==> src/alu_pkg.sv <==
/*
 * Shared definitions for the 8-bit ALU unit
 * Op encoding, F bit positions, host address map and command word layout
 */
`default_nettype none

package alu_pkg;

    // ~~~~~~~~~~~~~~~~~~~~
    // ALU operations
    // ~~~~~~~~~~~~~~~~~~~~
    // Same order as the op543 field of the Z80 ALU opcodes
    typedef enum logic [2:0] {
        op_add, op_adc, op_sub, op_sbc, op_and, op_xor, op_or, op_cp
    } alu_op_t;

    // Bit positions inside F, bits 3 and 5 always read zero
    localparam int flag_s  = 7;
    localparam int flag_z  = 6;
    localparam int flag_h  = 4;
    localparam int flag_pv = 2;
    localparam int flag_n  = 1;
    localparam int flag_c  = 0;

    // ~~~~~~~~~~~~~~~~~~~~
    // Host address map
    // ~~~~~~~~~~~~~~~~~~~~
    // Byte addresses, register i sits at addr_reg_base + 4*i
    localparam logic [7:0] addr_cmd      = 8'h00;
    localparam logic [7:0] addr_status   = 8'h04;
    localparam logic [7:0] addr_flags    = 8'h08;
    localparam logic [7:0] addr_reg_base = 8'h40;

    // Command word fields, lsb positions
    localparam int cmd_op_lsb = 0;
    localparam int cmd_a_lsb  = 4;
    localparam int cmd_b_lsb  = 8;

    // AXI response codes
    localparam logic [1:0] resp_okay   = 2'b00;
    localparam logic [1:0] resp_slverr = 2'b10;

endpackage

`default_nettype wire

==> src/alu_core.sv <==
/*
 * Combinational Z80 ALU for the eight op543 operations
 * Gives the 8-bit result and the new F value to the execution block
 */
`default_nettype none

module alu_core (
    input  alu_pkg::alu_op_t op,
    input  logic [7:0]       a,
    input  logic [7:0]       b,
    input  logic             carry_in,
    output logic [7:0]       result,
    output logic [7:0]       flags
);
    import alu_pkg::*;

    logic       is_sub;
    logic       is_logic;
    logic       cin;
    logic [8:0] sum;
    logic [4:0] half;
    logic       ovf;
    logic [7:0] res;

    always_comb begin
        // CP runs through the subtract path
        is_sub   = (op == op_sub) || (op == op_sbc) || (op == op_cp);
        is_logic = (op == op_and) || (op == op_xor) || (op == op_or);
        // Only ADC and SBC see the old carry
        cin      = ((op == op_adc) || (op == op_sbc)) ? carry_in : 1'b0;

        // ~~~~~~~~~~~~~~~~~~~~
        // Adder with nibble carry
        // ~~~~~~~~~~~~~~~~~~~~
        if (is_sub) begin
            // Bit 8 is the borrow out
            sum  = {1'b0, a} - {1'b0, b} - 9'(cin);
            half = {1'b0, a[3:0]} - {1'b0, b[3:0]} - 5'(cin);
            // Operands of unlike sign and result sign flipped
            ovf  = (a[7] != b[7]) && (sum[7] != a[7]);
        end else begin
            sum  = {1'b0, a} + {1'b0, b} + 9'(cin);
            half = {1'b0, a[3:0]} + {1'b0, b[3:0]} + 5'(cin);
            // Operands of like sign and result sign flipped
            ovf  = (a[7] == b[7]) && (sum[7] != a[7]);
        end

        // Result select
        case (op)
            op_and:  res = a & b;
            op_xor:  res = a ^ b;
            op_or:   res = a | b;
            default: res = sum[7:0];
        endcase

        // ~~~~~~~~~~~~~~~~~~~~
        // Flag rules
        // ~~~~~~~~~~~~~~~~~~~~
        // Undocumented bits 3 and 5 stay zero
        flags         = 8'h00;
        flags[flag_s] = res[7];
        flags[flag_z] = (res == 8'h00);
        if (is_logic) begin
            // H set by AND only
            flags[flag_h]  = (op == op_and);
            // P/V is even parity here
            flags[flag_pv] = ~^res;
            flags[flag_c]  = 1'b0;
        end else begin
            flags[flag_h]  = half[4];
            flags[flag_pv] = ovf;
            flags[flag_c]  = sum[8];
        end
        flags[flag_n] = is_sub;

        // CP result goes nowhere, the caller skips writeback
        result = res;
    end

endmodule

`default_nettype wire

==> src/alu_exec.sv <==
/*
 * Two-cycle execution control around the ALU
 * Latches operands on start, holds F, writes back result and flags
 */
`default_nettype none

module alu_exec #(
    parameter int  num_regs = 8,
    localparam int idx_w    = $clog2(num_regs)
) (
    input  logic             clk,
    input  logic             arst_n,
    input  logic             start,
    input  alu_pkg::alu_op_t op,
    input  logic [idx_w-1:0] a_idx,
    input  logic [idx_w-1:0] b_idx,
    input  logic [7:0]       flags_wdata,
    input  logic             flags_we,
    input  logic [7:0]       a_data,
    input  logic [7:0]       b_data,
    output logic [idx_w-1:0] a_sel,
    output logic [idx_w-1:0] b_sel,
    output logic [7:0]       exec_wdata,
    output logic             exec_we,
    output logic             busy,
    output logic [7:0]       flags
);
    import alu_pkg::*;

    // Writable F bits, 3 and 5 masked off
    localparam logic [7:0] flag_mask = 8'((1 << flag_s) | (1 << flag_z) | (1 << flag_h)
        | (1 << flag_pv) | (1 << flag_n) | (1 << flag_c));

    logic [1:0]       cnt;
    alu_op_t          op_q;
    logic [idx_w-1:0] a_idx_q;
    logic [idx_w-1:0] b_idx_q;
    logic [7:0]       a_q;
    logic [7:0]       b_q;
    logic [7:0]       res_q;
    logic [7:0]       new_flags_q;
    logic [7:0]       core_result;
    logic [7:0]       core_flags;

    // Live indices on the start cycle, latched ones while busy
    assign a_sel      = busy ? a_idx_q : a_idx;
    assign b_sel      = busy ? b_idx_q : b_idx;
    assign busy       = (cnt != 2'd0);
    assign exec_wdata = res_q;
    // Second busy cycle writes back, CP only touches F
    assign exec_we    = (cnt == 2'd2) && (op_q != op_cp);

    alu_core u_core (
        .op       (op_q),
        .a        (a_q),
        .b        (b_q),
        .carry_in (flags[flag_c]),
        .result   (core_result),
        .flags    (core_flags)
    );

    // Busy counter and F
    always_ff @(posedge clk or negedge arst_n) begin
        if (!arst_n) begin
            cnt   <= 2'd0;
            flags <= 8'h00;
        end else begin
            case (cnt)
                2'd0:    cnt <= start ? 2'd1 : 2'd0;
                2'd1:    cnt <= 2'd2;
                default: cnt <= 2'd0;
            endcase
            if (cnt == 2'd2) begin
                flags <= new_flags_q;
            end else if (flags_we) begin
                flags <= flags_wdata & flag_mask;
            end
        end
    end

    // Operand capture, then result register
    always_ff @(posedge clk) begin
        if (start && !busy) begin
            op_q    <= op;
            a_idx_q <= a_idx;
            b_idx_q <= b_idx;
            a_q     <= a_data;
            b_q     <= b_data;
        end
        if (cnt == 2'd1) begin
            res_q       <= core_result;
            new_flags_q <= core_flags;
        end
    end

    // The host port must hold off commands and F writes while busy
    a_no_start_busy: assert property (@(posedge clk) disable iff (!arst_n)
        start |-> !busy)
        else $error("Start while busy");
    a_no_fwe_busy: assert property (@(posedge clk) disable iff (!arst_n)
        flags_we |-> !busy)
        else $error("F write while busy");

endmodule

`default_nettype wire

==> src/alu_regs.sv <==
/*
 * AXI4-Lite slave with command, status, flag and register window
 * Steers the execution block and the register bank
 */
`default_nettype none

module alu_regs #(
    parameter int  num_regs = 8,
    localparam int idx_w    = $clog2(num_regs)
) (
    input  logic             clk,
    input  logic             arst_n,
    input  logic [7:0]       axi_awaddr,
    input  logic             axi_awvalid,
    output logic             axi_awready,
    input  logic [31:0]      axi_wdata,
    input  logic             axi_wvalid,
    output logic             axi_wready,
    output logic [1:0]       axi_bresp,
    output logic             axi_bvalid,
    input  logic             axi_bready,
    input  logic [7:0]       axi_araddr,
    input  logic             axi_arvalid,
    output logic             axi_arready,
    output logic [31:0]      axi_rdata,
    output logic [1:0]       axi_rresp,
    output logic             axi_rvalid,
    input  logic             axi_rready,
    output logic             start,
    output alu_pkg::alu_op_t op,
    output logic [idx_w-1:0] a_idx,
    output logic [idx_w-1:0] b_idx,
    output logic [7:0]       flags_wdata,
    output logic             flags_we,
    output logic [idx_w-1:0] host_addr,
    output logic [7:0]       host_wdata,
    output logic             host_we,
    input  logic             busy,
    input  logic [7:0]       flags,
    input  logic [7:0]       host_rdata
);
    import alu_pkg::*;

    logic [31:0] cmd_q;
    logic        aw_set;
    logic        wr_fire;
    logic        rd_fire;
    logic        wr_busy;
    logic        wr_hits;

    // Register window hit, word aligned
    function automatic logic in_window(input logic [7:0] addr);
        return (addr >= addr_reg_base) && (addr < addr_reg_base + 8'(4 * num_regs))
            && (addr[1:0] == 2'b00);
    endfunction

    // ~~~~~~~~~~~~~~~~~~~~
    // Decode
    // ~~~~~~~~~~~~~~~~~~~~
    // Ready pulse when address and data are both up and no response waits
    assign aw_set     = axi_awvalid && axi_wvalid && !axi_bvalid && !axi_awready;
    assign axi_wready = axi_awready;
    assign wr_fire    = axi_awready && axi_awvalid && axi_wvalid;
    assign rd_fire    = axi_arvalid && axi_arready;
    // A pending start counts as busy
    assign wr_busy    = busy || start;
    assign wr_hits    = (axi_awaddr == addr_cmd) || (axi_awaddr == addr_flags)
        || in_window(axi_awaddr);

    assign flags_we    = wr_fire && !wr_busy && (axi_awaddr == addr_flags);
    assign flags_wdata = axi_wdata[7:0];
    assign host_we     = wr_fire && !wr_busy && in_window(axi_awaddr);
    assign host_wdata  = axi_wdata[7:0];
    // Write and read handshakes never share a cycle
    assign host_addr   = axi_awready ? axi_awaddr[2 +: idx_w] : axi_araddr[2 +: idx_w];

    // Command fields to the execution block
    assign op    = alu_op_t'(cmd_q[cmd_op_lsb +: 3]);
    assign a_idx = cmd_q[cmd_a_lsb +: idx_w];
    assign b_idx = cmd_q[cmd_b_lsb +: idx_w];

    // Reads never fail
    assign axi_rresp = resp_okay;

    // ~~~~~~~~~~~~~~~~~~~~
    // Write channel
    // ~~~~~~~~~~~~~~~~~~~~
    always_ff @(posedge clk or negedge arst_n) begin
        if (!arst_n) begin
            axi_awready <= 1'b0;
            axi_bvalid  <= 1'b0;
            axi_bresp   <= resp_okay;
            cmd_q       <= 32'h0;
            start       <= 1'b0;
        end else begin
            axi_awready <= aw_set;
            start       <= 1'b0;
            if (wr_fire) begin
                axi_bvalid <= 1'b1;
                axi_bresp  <= (wr_busy && wr_hits) ? resp_slverr : resp_okay;
                // Command accepted, start follows one cycle later
                if (!wr_busy && (axi_awaddr == addr_cmd)) begin
                    cmd_q <= axi_wdata;
                    start <= 1'b1;
                end
            end else if (axi_bready) begin
                axi_bvalid <= 1'b0;
            end
        end
    end

    // ~~~~~~~~~~~~~~~~~~~~
    // Read channel
    // ~~~~~~~~~~~~~~~~~~~~
    // arready drops while data waits and in a write handshake cycle
    always_ff @(posedge clk or negedge arst_n) begin
        if (!arst_n) begin
            axi_arready <= 1'b0;
            axi_rvalid  <= 1'b0;
        end else begin
            axi_arready <= !aw_set && !(rd_fire || (axi_rvalid && !axi_rready));
            if (rd_fire) begin
                axi_rvalid <= 1'b1;
            end else if (axi_rready) begin
                axi_rvalid <= 1'b0;
            end
        end
    end

    // Read data, unmapped reads return zero
    always_ff @(posedge clk) begin
        if (rd_fire) begin
            if (in_window(axi_araddr)) begin
                axi_rdata <= {24'h0, host_rdata};
            end else begin
                case (axi_araddr)
                    addr_cmd:    axi_rdata <= cmd_q;
                    addr_status: axi_rdata <= {16'h0, flags, 7'h0, wr_busy};
                    addr_flags:  axi_rdata <= {24'h0, flags};
                    default:     axi_rdata <= 32'h0;
                endcase
            end
        end
    end

    // Responses hold until the host takes them
    a_bvalid_hold: assert property (@(posedge clk) disable iff (!arst_n)
        axi_bvalid && !axi_bready |=> axi_bvalid && $stable(axi_bresp))
        else $error("Write response dropped before bready");
    a_rvalid_hold: assert property (@(posedge clk) disable iff (!arst_n)
        axi_rvalid && !axi_rready |=> axi_rvalid && $stable(axi_rdata))
        else $error("Read data dropped before rready");

endmodule

`default_nettype wire

==> src/alu_unit_top.sv <==
/*
 * Top level of the 8-bit ALU unit behind an AXI4-Lite slave
 */
`default_nettype none

module alu_unit_top #(
    parameter int  num_regs = 8,
    localparam int idx_w    = $clog2(num_regs)
) (
    input  logic        clk,
    input  logic        arst_n,
    input  logic [7:0]  axi_awaddr,
    input  logic        axi_awvalid,
    output logic        axi_awready,
    input  logic [31:0] axi_wdata,
    input  logic        axi_wvalid,
    output logic        axi_wready,
    output logic [1:0]  axi_bresp,
    output logic        axi_bvalid,
    input  logic        axi_bready,
    input  logic [7:0]  axi_araddr,
    input  logic        axi_arvalid,
    output logic        axi_arready,
    output logic [31:0] axi_rdata,
    output logic [1:0]  axi_rresp,
    output logic        axi_rvalid,
    input  logic        axi_rready
);

    // Host port to execution control
    logic             start;
    alu_pkg::alu_op_t op;
    logic [idx_w-1:0] a_idx;
    logic [idx_w-1:0] b_idx;
    logic [7:0]       flags_wdata;
    logic             flags_we;
    logic             busy;
    logic [7:0]       flags;
    // Register bank ports
    logic [idx_w-1:0] host_addr;
    logic [7:0]       host_wdata;
    logic             host_we;
    logic [7:0]       host_rdata;
    logic [idx_w-1:0] a_sel;
    logic [idx_w-1:0] b_sel;
    logic [7:0]       a_data;
    logic [7:0]       b_data;
    logic [7:0]       exec_wdata;
    logic             exec_we;

    alu_regs #(.num_regs(num_regs)) u_regs (.*);
    reg_file #(.num_regs(num_regs)) u_reg_file (.*);
    alu_exec #(.num_regs(num_regs)) u_exec (.*);

endmodule

`default_nettype wire

==> src/reg_file.sv <==
/*
 * Bank of 8-bit general registers
 * Two operand read ports, a host read port, execution and host write ports
 */
`default_nettype none

module reg_file #(
    parameter int  num_regs = 8,
    localparam int idx_w    = $clog2(num_regs)
) (
    input  logic             clk,
    input  logic             arst_n,
    input  logic [idx_w-1:0] a_sel,
    input  logic [idx_w-1:0] b_sel,
    input  logic [idx_w-1:0] host_addr,
    input  logic [7:0]       exec_wdata,
    input  logic [7:0]       host_wdata,
    input  logic             exec_we,
    input  logic             host_we,
    output logic [7:0]       a_data,
    output logic [7:0]       b_data,
    output logic [7:0]       host_rdata
);

    logic [7:0] regs [num_regs];

    // Asynchronous read ports
    assign a_data     = regs[a_sel];
    assign b_data     = regs[b_sel];
    assign host_rdata = regs[host_addr];

    // Execution result lands in the first operand register
    always_ff @(posedge clk or negedge arst_n) begin
        if (!arst_n) begin
            for (int i = 0; i < num_regs; i++) begin
                regs[i] <= 8'h00;
            end
        end else if (exec_we) begin
            regs[a_sel] <= exec_wdata;
        end else if (host_we) begin
            regs[host_addr] <= host_wdata;
        end
    end

    // Host writes are refused while busy, so the ports never collide
    a_one_writer: assert property (@(posedge clk) disable iff (!arst_n)
        !(exec_we && host_we))
        else $error("Execution and host write in the same cycle");

endmodule

`default_nettype wire

==> config.mk <==
export PLATFORM = sky130hd
export DESIGN_NAME = alu_unit_top
export DESIGN_NICKNAME = d
export VERILOG_FILES = /design/src/alu_pkg.sv /design/src/alu_core.sv /design/src/alu_exec.sv /design/src/alu_regs.sv /design/src/alu_unit_top.sv /design/src/reg_file.sv
export SDC_FILE = /design/constraint.sdc
export NUM_CORES = 1
export LEC_CHECK = 0
export BUFFER_PORTS_ARGS = -buffer_cell sky130_fd_sc_hd__buf_2
export CORE_MARGIN = 5
export CORE_UTILIZATION = 40
export CTS_CLUSTER_SIZE = 20
export DETAILED_ROUTE_END_ITERATION = 8
export GPL_TIMING_DRIVEN = 0
export SLEW_MARGIN = 20
export SYNTH_ARGS = -nofsm -noshare
export SYNTH_HDL_FRONTEND = slang
export SYNTH_SLANG_ARGS = --single-unit
==> constraint.sdc <==
create_clock -name clk -period 3.65 [get_ports clk]
set_input_delay 0 -clock clk [delete_from_list [all_inputs] [get_ports clk]]
set_output_delay 0 -clock clk [all_outputs]
set_load 0.1 [all_outputs]
Word level (Yosys, flattened, before mapping)

Index checks and enable logic that the tools add are counted.

Register bits: 184
Bits in latches: 0
RAM bits: 0
ROM bits: 0
Input port bits: 55
Output and inout port bits: 41
Logic and storage cells: 159
Memories kept: 0

Add/sub/neg operators: 8
Multiply operators: 0
Div/mod/pow operators: 0
Magnitude comparators: 9
Equality and inequality tests: 17
Shift-type cells: 0
Mux-type cells: 40
Bitwise operators: 6
Reductions and logical operators: 52

Operators by type and width:

| cell                                                        | count |
|---|---|
| bitwise mux 64 bit                                          | 2 |
| 2-to-1 mux 64 bit                                           | 2 |
| case mux 32 bit (3 select lines)                            | 1 |
| 2-to-1 mux 8 bit                                            | 11 |
| binary-select mux 8 bit (select 3 bit)                      | 3 |
| demux 8 bit (select 3 bit)                                  | 2 |
| zero test 8 bit                                             | 3 |
| case mux 8 bit (3 select lines)                             | 1 |
| logical AND 1 bit                                           | 23 |
| equality test 8 x 4 -> 1 bit (second input constant)        | 2 |
| >= comparator 8 x 7 -> 1 bit (second input constant)        | 2 |
| less-than comparator 8 x 7 -> 1 bit (second input constant) | 2 |
| equality test 3 bit (second input constant)                 | 4 |
| >= comparator 4 bit (second input constant)                 | 3 |
| NOT 3 -> 4 bit                                              | 3 |
| 2-to-1 mux 1 bit                                            | 11 |
| nonzero test 2 bit                                          | 5 |
| adder 8 x 8 -> 9 bit                                        | 1 |
| adder 9 x 1 -> 9 bit                                        | 1 |
| logical OR 1 bit                                            | 9 |
| 2-to-1 mux 3 bit                                            | 3 |
| 2-to-1 mux 9 bit                                            | 1 |
| subtractor 8 x 8 -> 9 bit                                   | 1 |
| subtractor 9 x 1 -> 9 bit                                   | 1 |
| 23 further kinds                                            | 35 |

Depth between registers and ports, before layout

Gate-level depths: netlist of the first run.

Depth in word-level cells: 9
Gate-level depth with buffers: 17
Gate-level depth less buffers: 15

Modules after synthesis

Synthesis of the first run repeated with hierarchy kept, for this count alone.

Cell total of the unflattened synthesis: 959
Area, all modules: 11438.5 µm²

Modules (own cells, without submodules):

| module   | instances | cells an instance | area each (µm²) | sequential area each (µm²) |
|---|---|---|---|---|
| reg_file | 1         | 432               | 4827.1          | 1601.5 |
| alu_regs | 1         | 229               | 3138.0          | 1911.8 |
| alu_exec | 1         | 83                | 1854.3          | 1481.4 |
| alu_core | 1         | 215               | 1619.1          | 0.0 |

Worst setup path before layout of the first run

OpenSTA, ideal clock, no wires.

Path kind: register to register
Start point: reg u_exec.op_q[2]
End point: reg u_exec.new_flags_q[2], data pin
Setup time: 0.266 ns
Arrival: 3.574 ns
Data required time: 3.384 ns
Setup slack: -0.189 ns
Stages on the path, launching flop included: 18
Path buffers: 2
Clock period less this slack: 3.839 ns
Cells stage by stage: edfxtp_1 -> clkbuf_1 -> buf_1 -> nand3b_1 -> inv_1 -> fa_1 -> inv_1 -> ha_1 -> o211ai_1 -> nand2_1 -> o21ai_0 -> a31oi_1 -> o221a_2 -> ha_1 -> xnor2_1 -> xnor2_1 -> nand2_1 -> o211ai_1

Cells in the longest elaborated chain, start to end: 8
Elaborated cells between the ends (all ways): 24
Those cells by class: add/sub: 2; eq/ne: 9; mux: 5; reduce/logical: 8

RTL lines:

| element                                                                             | RTL line                       | source |
|---|---|---|
| from (decl)                                                                         | alu_exec.sv:35                 | `alu_op_t op_q;` |
| from (signal assigned)                                                              | alu_exec.sv:84                 | `op_q <= op;` |
| equality test 3 x 1 -> 1 bit / equality test 3 x 2 -> 1 bit (equally long branches) | alu_core.sv:30, alu_core.sv:27 |  |
| logical OR 1 bit                                                                    | alu_core.sv:30                 | `cin = ((op == op_adc) \|\| (op == op_sbc)) ? carry_in : 1'b0;` |
| 2-to-1 mux 1 bit                                                                    | alu_core.sv:30                 |  |
| adder 9 x 1 -> 9 bit / subtractor 9 x 1 -> 9 bit (equally long branches)            | alu_core.sv:42, alu_core.sv:37 |  |
| 2-to-1 mux 9 bit (tied with other cells)                                            | alu_core.sv:35                 | `if (is_sub) begin` |
| case mux 8 bit (3 select lines) (tied with other cells)                             | alu_core.sv:49                 | `case (op)` |
| XNOR reduction 8 bit / 2-to-1 mux 1 bit (equally long branches)                     | alu_core.sv:67, alu_core.sv:35 |  |
| 2-to-1 mux 1 bit *                                                                  | alu_core.sv:63                 | `if (is_logic) begin` |
| named net u_exec.core_flags[2]                                                      | alu_exec.sv:43                 | `logic [7:0] core_flags;` |
| to (signal assigned)                                                                | alu_exec.sv:92                 | `new_flags_q <= core_flags;` |
| to (decl)                                                                           | alu_exec.sv:41                 | `logic [7:0] new_flags_q;` |

The timed path passes the listed nets; every way through them passes the cells marked *.
A chain may end at the register's enable or synchronous reset.

Worst setup path in the final report of the first run

Ends and elaborated chain as after synthesis.

==> impl_metrics.toml, run 1 <==
[global_route]
first_global_vias = 8723
antenna_found_initial = 0
grt_pass1_wl_mm = 52.8
busiest_layer = "met2"
grt_usage = 0.222
use_met3 = 0.0372
grt_use_met2 = 0.352
grtUsageMet1 = 0.315
overflow = 0
grt_max_degree = 68

[sta]
maxSlewViolCount = 0
rsz0062_at_grt = "true"
tightest_slew_ps = 1010
post-route-min-period_ps = 3630
timing.final.crit_share = 0.996
hold_viol = 0
setup_viol = 0
fmax_mhz = 275
clock_skew_ps = 13.6
relSlewSlack = 0.311

[power]
power_mw = 4.77
p_sw_frac = 0.315
p_comb_frac = 0.133
p_leak_nw = 5.38
p_per_area_nw_per_um2 = 363
pwr-share-seq = 0.453
pwr-share-clk = 0.413
ir_drop_uv = 270
power_switching_mw = 1.50
intPower_mw = 3.27

[route]
wl_mm = 33.7
vias_per_cell = 5.92
drtPass1Iterations = 8
route.vias.total = 8773
drt_iter0_drc = 867
post_drt_wl_per_cell_um = 22.7
ant_nets = 0
drcViolationCount = 0

[floorplan]
start_util = 0.405
num_rows = 60
core_area_um2 = 27000
die_h_um = 175
die_w_um = 175
die_area_um2 = 30700
io_pins = 96

[setup_path]
worstPathArrival_ps = 3810
critical_path.endpoint_type = "flip-flop"
critPathSlowestCell = "fa_1"
crit_required_ps = 3830
worstSetupPathType = "flip-flop to flip-flop"
cp_max_fo = 3
path_cells = "buf_8 > nand3b_1 > inv_2 > fa_1 > inv_1 > ha_2 > o211ai_1 > buf_4 > a31oi_4 > xor2_1 > nand2_1 > and3_1 > ha_4 > xnor2_2 > xnor2_1 > nand2_1 > o211ai_1"
critical-path-top-delay-family = "adder cells"
ff2ff_path_depth = 17
r2r_end = "u_exec.new_flags_q[2]"
path_buf_inv = 4
cp-start-kind = "flip-flop"
r2r-start = "u_exec.op_q[2]"
cpPeakStageDelay_ps = 610
r2r_slack_ps = 20

[min_path]
hold_depth = 4
min_delay_worst_endpoint = "u_regs.axi_rdata[0]"
min_path_type = "primary input to flip-flop"
min-delay-start = "axi_araddr[0]"

[synthesis]
synthCells = 964
post_synth_num_cell_types = 84
synth_top_cell_by_area = "dfrtp_1"
synth_edf_count = 70
ys.warnings.count = 0
synthTopCellsByArea = "dfrtp_1 25%, edfxtp_1 19%, mux2_2 8.6%, ha_1 3.9%, mux2i_1 3.8%"
synth_seq_area_share = 0.444
syn_area_um2 = 10900
synth_top_area_share = 0.252
synth_flop_cell = "dfrtp_1"
ys_async_sr_fraction = 0.611
ys_ff_latch = 180
synth_area_per_cell_um2 = 11.3

[cts]
cts_tree = "done"
htree_num_levels = 4
cts_buffer_depth = 2
clk_latency_ps = 450
clockRootBuffer = "clkbuf_16"
clkTransAtPathRegs_ps = 80
clock-sinks = 180
cts_made_buffers = 17

[layout]
layout_common_cells = "110 x dfrtp_1, 104 x buf_2, 93 x nand2_1"
drive_gt1_frac = 0.280
fin_util = 0.488
fin_area_um2 = 13200
layout.cells.most_common = "dfrtp_1"
area_delta_synth_final_pct = 20.4
antennaDiodeCount = 0
finalNetCount = 1221

[outcome]
status = "finished, final reports clean"

[place]
post_dp_cell_area_um2 = 11900
port_buffers = 90
gp_congestion = 0.953
hpwlAfterDp_mm = 25.5

[job]
max_cap_violations = 0
==> repair_timing <==
item                                   in CTS  in global routing
endpoints found under the hold margin     156                  0
gates cloned                                0                  0
buffers inserted                            7                  0
resized for setup                          22                 12
pin swaps                                  14                 12
hold buffers                               46                  0
setup endpoints to repair                   2                  1
==> how the worst max path moves through the flow <==
| stage | to | slack, ps | depth (start not counted) | start |
|---|---|---|---|---|
| final | u_exec.new_flags_q[2] | 20 | 17 | u_exec.op_q[2] |
| after detailed placement | u_exec.new_flags_q[2] | -680 | 17 | u_exec.op_q[2] |
| after CTS | u_exec.new_flags_q[2] | -30 | 17 | u_exec.op_q[2] |
| after floorplan | u_exec.new_flags_q[2] | 10 | 15 | u_exec.op_q[2] |
| after global routing | u_exec.new_flags_q[2] | -150 | 16 | u_exec.op_q[2] |
| after global placement | u_exec.new_flags_q[2] | -680 | 17 | u_exec.op_q[2] |
==> area by class of cell <==
cell class	instances	area (um^2)
flip-flops and latches	180	4850
clock buffers	17	425
fillers	2443	13800
inverters	31	116
well taps	341	427
clock inverters	15	209
multi-input cells	700	5810
repair buffers	145	1020
plain buffers	53	297
==> sequential cells by signal (all words and copies together) (netlist names), 2 cells and up <==
register,cells
u_reg_file.regs,64
u_regs.axi_rdata,32
u_regs.cmd_q,32
u_exec.a_q,8
u_exec.b_q,8
u_exec.exec_wdata,8
u_exec.flags,6
u_exec.new_flags_q,5
u_exec.a_idx_q,3
u_exec.b_idx_q,3
u_exec.op_q,3
u_exec.cnt,2
==> metal layers <==
metal  wire [um]  vias to the layer above
met5           0                        -
met4         811                        0
met1       15000                     4369
met2       15800                      344
met3        2090                       55
li1            -                     4005
==> synthesized netlist by cell type (16+ instances only) <==
cell type,number
a21oi_1,29
a22o_1,16
a32oi_1,17
and2_1,32
buf_2,16
clkbuf_1,22
dfrtp_1,110
edfxtp_1,70
ha_1,34
inv_1,30
mux2_2,83
mux2i_1,42
mux4_2,18
nand2_1,93
nand3_1,20
nor2_1,45
o21ai_0,27
o22ai_1,51
==> logic make-up (layout without fill, tap and decap cells) <==
family | after synthesis | after routing | synth area share
buffers and inverters | 86 | 261 | 0.0365
xor gates and xnor gates | 11 | 11 | 0.0101
other | 1 | 3 | 0.000343
and+or+nand+nor | 252 | 252 | 0.118
muxes | 155 | 155 | 0.177
AOI/OAI and AO/OA | 241 | 241 | 0.168
adders and majority gates | 38 | 38 | 0.0463
DFF | 180 | 180 | 0.444
==> power by group through the flow <==
stage	clock [mW]	sequential, mW	combinational (mW)
after floorplan	0	2.41	0.201
after global placement	0	2.21	0.587
after detailed placement	0	2.21	0.599
after CTS	2.00	2.16	0.635
after global routing	2.09	2.17	0.667
final	1.97	2.16	0.637
==> worst min-delay path: cells and delay by family <==
family	cells	cell delay (ps)
AOI/OAI and AO/OA	1	80
buffers and inverters	1	80
and+or+nand+nor	2	140
==> per-stage QoR <==
step	cells	worst slack, ps	hold slack, ps	setup TNS (ps)
after floorplan	966	13.8	-296	0
after detailed placement	1399	-681	-49.2	-973
after global routing	1482	-150	44.0	-150
final	1482	15.6	26.2	0
after global placement	1397	-681	217	-958
after CTS	1484	-25.9	5.50	-25.9
Note: power is estimated with default switching activity, not from simulation.
==> run 2: changes to the inputs <==
- ABC_AREA: not set -> 1
==> impl_metrics.toml, run 2 <==
[synthesis]
syn_area_um2 = 10800
ys.warnings.count = 0
synth_seq_area_share = 0.451
post_synth_num_cell_types = 41
synth_top_cell_by_area = "dfrtp_1"
synth_area_per_cell_um2 = 7.89
ys_async_sr_fraction = 0.611
synth_edf_count = 70
synth.top_cells.by_count = "311 x nand2_1, 214 x inv_1, 124 x o21ai_0"
synth_flop_cell = "dfrtp_1"
synthMostInstantiatedCell = "nand2_1"
ys_ff_latch = 180
synthTopCellsByArea = "dfrtp_1 26%, edfxtp_1 20%, nand2_1 11%, inv_1 7.5%, o21ai_0 5.8%"
synth_top_area_share = 0.256
synthCells = 1363

[global_route]
first_global_vias = 9990
overflow = 0
grt_pass1_wl_mm = 60.8
grtUsageMet1 = 0.383
grt_max_degree = 63
use_met3 = 0.0531
antenna_found_initial = 0
busiest_layer = "met2"
grt_use_met2 = 0.399
grt_usage = 0.263

[floorplan]
start_util = 0.402
core_area_um2 = 26700
num_rows = 60
io_pins = 96
die_w_um = 174
die_h_um = 174
die_area_um2 = 30300

[setup_path]
ff2ff_path_depth = 15
critical_path.endpoint_type = "flip-flop"
crit_required_ps = 3850
worstPathArrival_ps = 3590
r2r-start = "u_exec.op_q[2]"
cp_max_fo = 7
worstSetupPathType = "flip-flop to flip-flop"
cp-start-kind = "flip-flop"
r2r_slack_ps = 260
r2r_end = "u_exec.new_flags_q[2]"

[layout]
largest_reg_flops = 64
layout.cells.most_common = "nand2_1"
largest-register = "u_reg_file.regs"
layout_common_cells = "309 x nand2_1, 211 x inv_1, 124 x o21ai_0"
antennaDiodeCount = 0
finalNetCount = 1608
drive_gt1_frac = 0.135
largestRegisters = "u_reg_file.regs x64, u_regs.axi_rdata x32, u_regs.cmd_q x32"
area_delta_synth_final_pct = 18.2

[power]
p_comb_frac = 0.137
power_switching_mw = 1.51
p_per_area_nw_per_um2 = 372
p_leak_nw = 6.00
ir_drop_uv = 263
intPower_mw = 3.22
p_sw_frac = 0.319
pwr-share-clk = 0.405
pwr-share-seq = 0.458

[cts]
cts_tree = "done"
clockRootBuffer = "clkbuf_16"
clk_latency_ps = 450
cts_buffer_depth = 2
htree_num_levels = 4
clock-sinks = 180
clkTransAtPathRegs_ps = 80
cts_setup_buffers = 0
cts_made_buffers = 17

[min_path]
min_delay_worst_endpoint = "u_regs.cmd_q[6]"
min_path_type = "primary input to flip-flop"
hold_depth = 3
min-delay-start = "axi_wdata[6]"

[sta]
finalWorstSetupSlack_ps = 259
timing.final.crit_share = 0.929
hold_viol = 0
relSlewSlack = 0.364
maxSlewViolCount = 0
hold_ws_ps = 20.0
clock_skew_ps = 12.0
fmax_mhz = 295
post-route-min-period_ps = 3390
tightest_slew_ps = 951
setup_viol = 0
rsz0062_at_grt = "false"

[route]
drtPass1Iterations = 5
route.vias.total = 10300
drt_iter0_drc = 1023
vias_per_cell = 5.54
post_drt_wl_per_cell_um = 21.4
ant_nets = 0
drcViolationCount = 0
wl_mm = 40.1

[outcome]
status = "finished, final reports clean"

[place]
hpwlAfterDp_mm = 30.5
pre_cts_ws_ps = 20.6
gp_congestion = 0.954
port_buffers = 92

[job]
max_cap_violations = 0
run 2: cell count changes in the layout (fill, tap and decap cells not counted), sizes merged, moves of 16 or more:
| cell | previous run | this run |
|---|---|---|
| mux4 | 18 | 0 |
| o22ai | 51 | 79 |
| nand4 | 2 | 18 |
| nor2 | 47 | 126 |
| a32oi | 17 | 0 |
| mux2 | 93 | 0 |
| nand2 | 93 | 318 |
| inv | 39 | 224 |
| mux2i | 44 | 0 |
| o21ai | 28 | 149 |
| and2 | 34 | 0 |
| nand3 | 25 | 52 |
| o211ai | 6 | 44 |
| a22o | 16 | 0 |
run 2: critical path: stages (launching register included):
cell      delay, ps
edfxtp_1        370
buf_2           180
nor3_4          210
inv_1           100
fa_2            430
fa_2            420
nand3_1          90
nand2_1         130
xnor2_1         170
o211ai_1        200
nand2_1         120
ha_1            330
xnor2_2         150
xnor2_1         130
nand2_1          60
nand2_1          60
run 2: power by group through the flow:
stage / clock network (mW) / registers, mW / logic, mW
final: 1.91 / 2.17 / 0.649
after global routing: 2.00 / 2.17 / 0.688
after CTS: 1.93 / 2.17 / 0.645
after detailed placement: 0 / 2.21 / 0.610
after global placement: 0 / 2.21 / 0.605
after floorplan: 0 / 2.42 / 0.199
run 2: worst max path at each step:
stage	from	to	slack, ps
final	u_exec.op_q[2]	u_exec.new_flags_q[2]	260
after global routing	u_exec.op_q[2]	u_exec.new_flags_q[2]	6
after CTS	u_exec.op_q[2]	u_exec.new_flags_q[2]	80
after detailed placement	u_exec.op_q[2]	u_exec.new_flags_q[2]	20
after global placement	u_exec.op_q[2]	u_exec.new_flags_q[2]	-20
after floorplan	u_exec.op_q[2]	u_exec.new_flags_q[2]	380
run 2: layout make-up:
type / count / area [um^2]
Clock buffer: 17 / 425
Fill cell: 2675 / 14000
Sequential cell: 180 / 4850
Multi-Input combinational cell: 913 / 4830
Timing Repair Buffer: 131 / 875
Tap cell: 341 / 427
Clock inverter: 15 / 176
Buffer: 54 / 300
Inverter: 218 / 818
run 2: timing repair:
action	4_1_cts	5_1_grt
hold buffers	38	0
resized for setup	1	9
hold endpoints to repair	97	0
pin swaps	0	3
endpoints found under the setup margin	1	1
run 2: logic make-up after synthesis:
logic type,after synthesis,synth area share
other cells,1,0.000349
buf+inv,272,0.104
compound gates,339,0.192
fa+ha+maj,38,0.0470
simple gates,525,0.199
flops,180,0.451
xor+xnor,8,0.00651
run 2: layer usage:
layer  share of wire  wire length [um]  vias to the layer above
met4           0.023               933                        0
met3           0.082              3300                       55
met5               0                 0                        -
met2            0.44             17700                      471
met1            0.45             18100                     4975
li1                -                 -                     4846
run 2: through the flow:
| step | TNS [ps] | power [mW] | utilization | cell area [um^2] | std cells |
|---|---|---|---|---|---|
| finish | 0 | 4.73 | 0.476 | 12700 | 1869 |
| global route | 0 | 4.86 | 0.476 | 12700 | 1869 |
| CTS | 0 | 4.74 | 0.474 | 12700 | 1869 |
| detailed placement | 0 | 2.82 | 0.437 | 11700 | 1799 |
| global placement | -24.4 | 2.81 | 0.436 | 11600 | 1798 |
| floorplan | 0 | 2.62 | - | 10800 | 1365 |
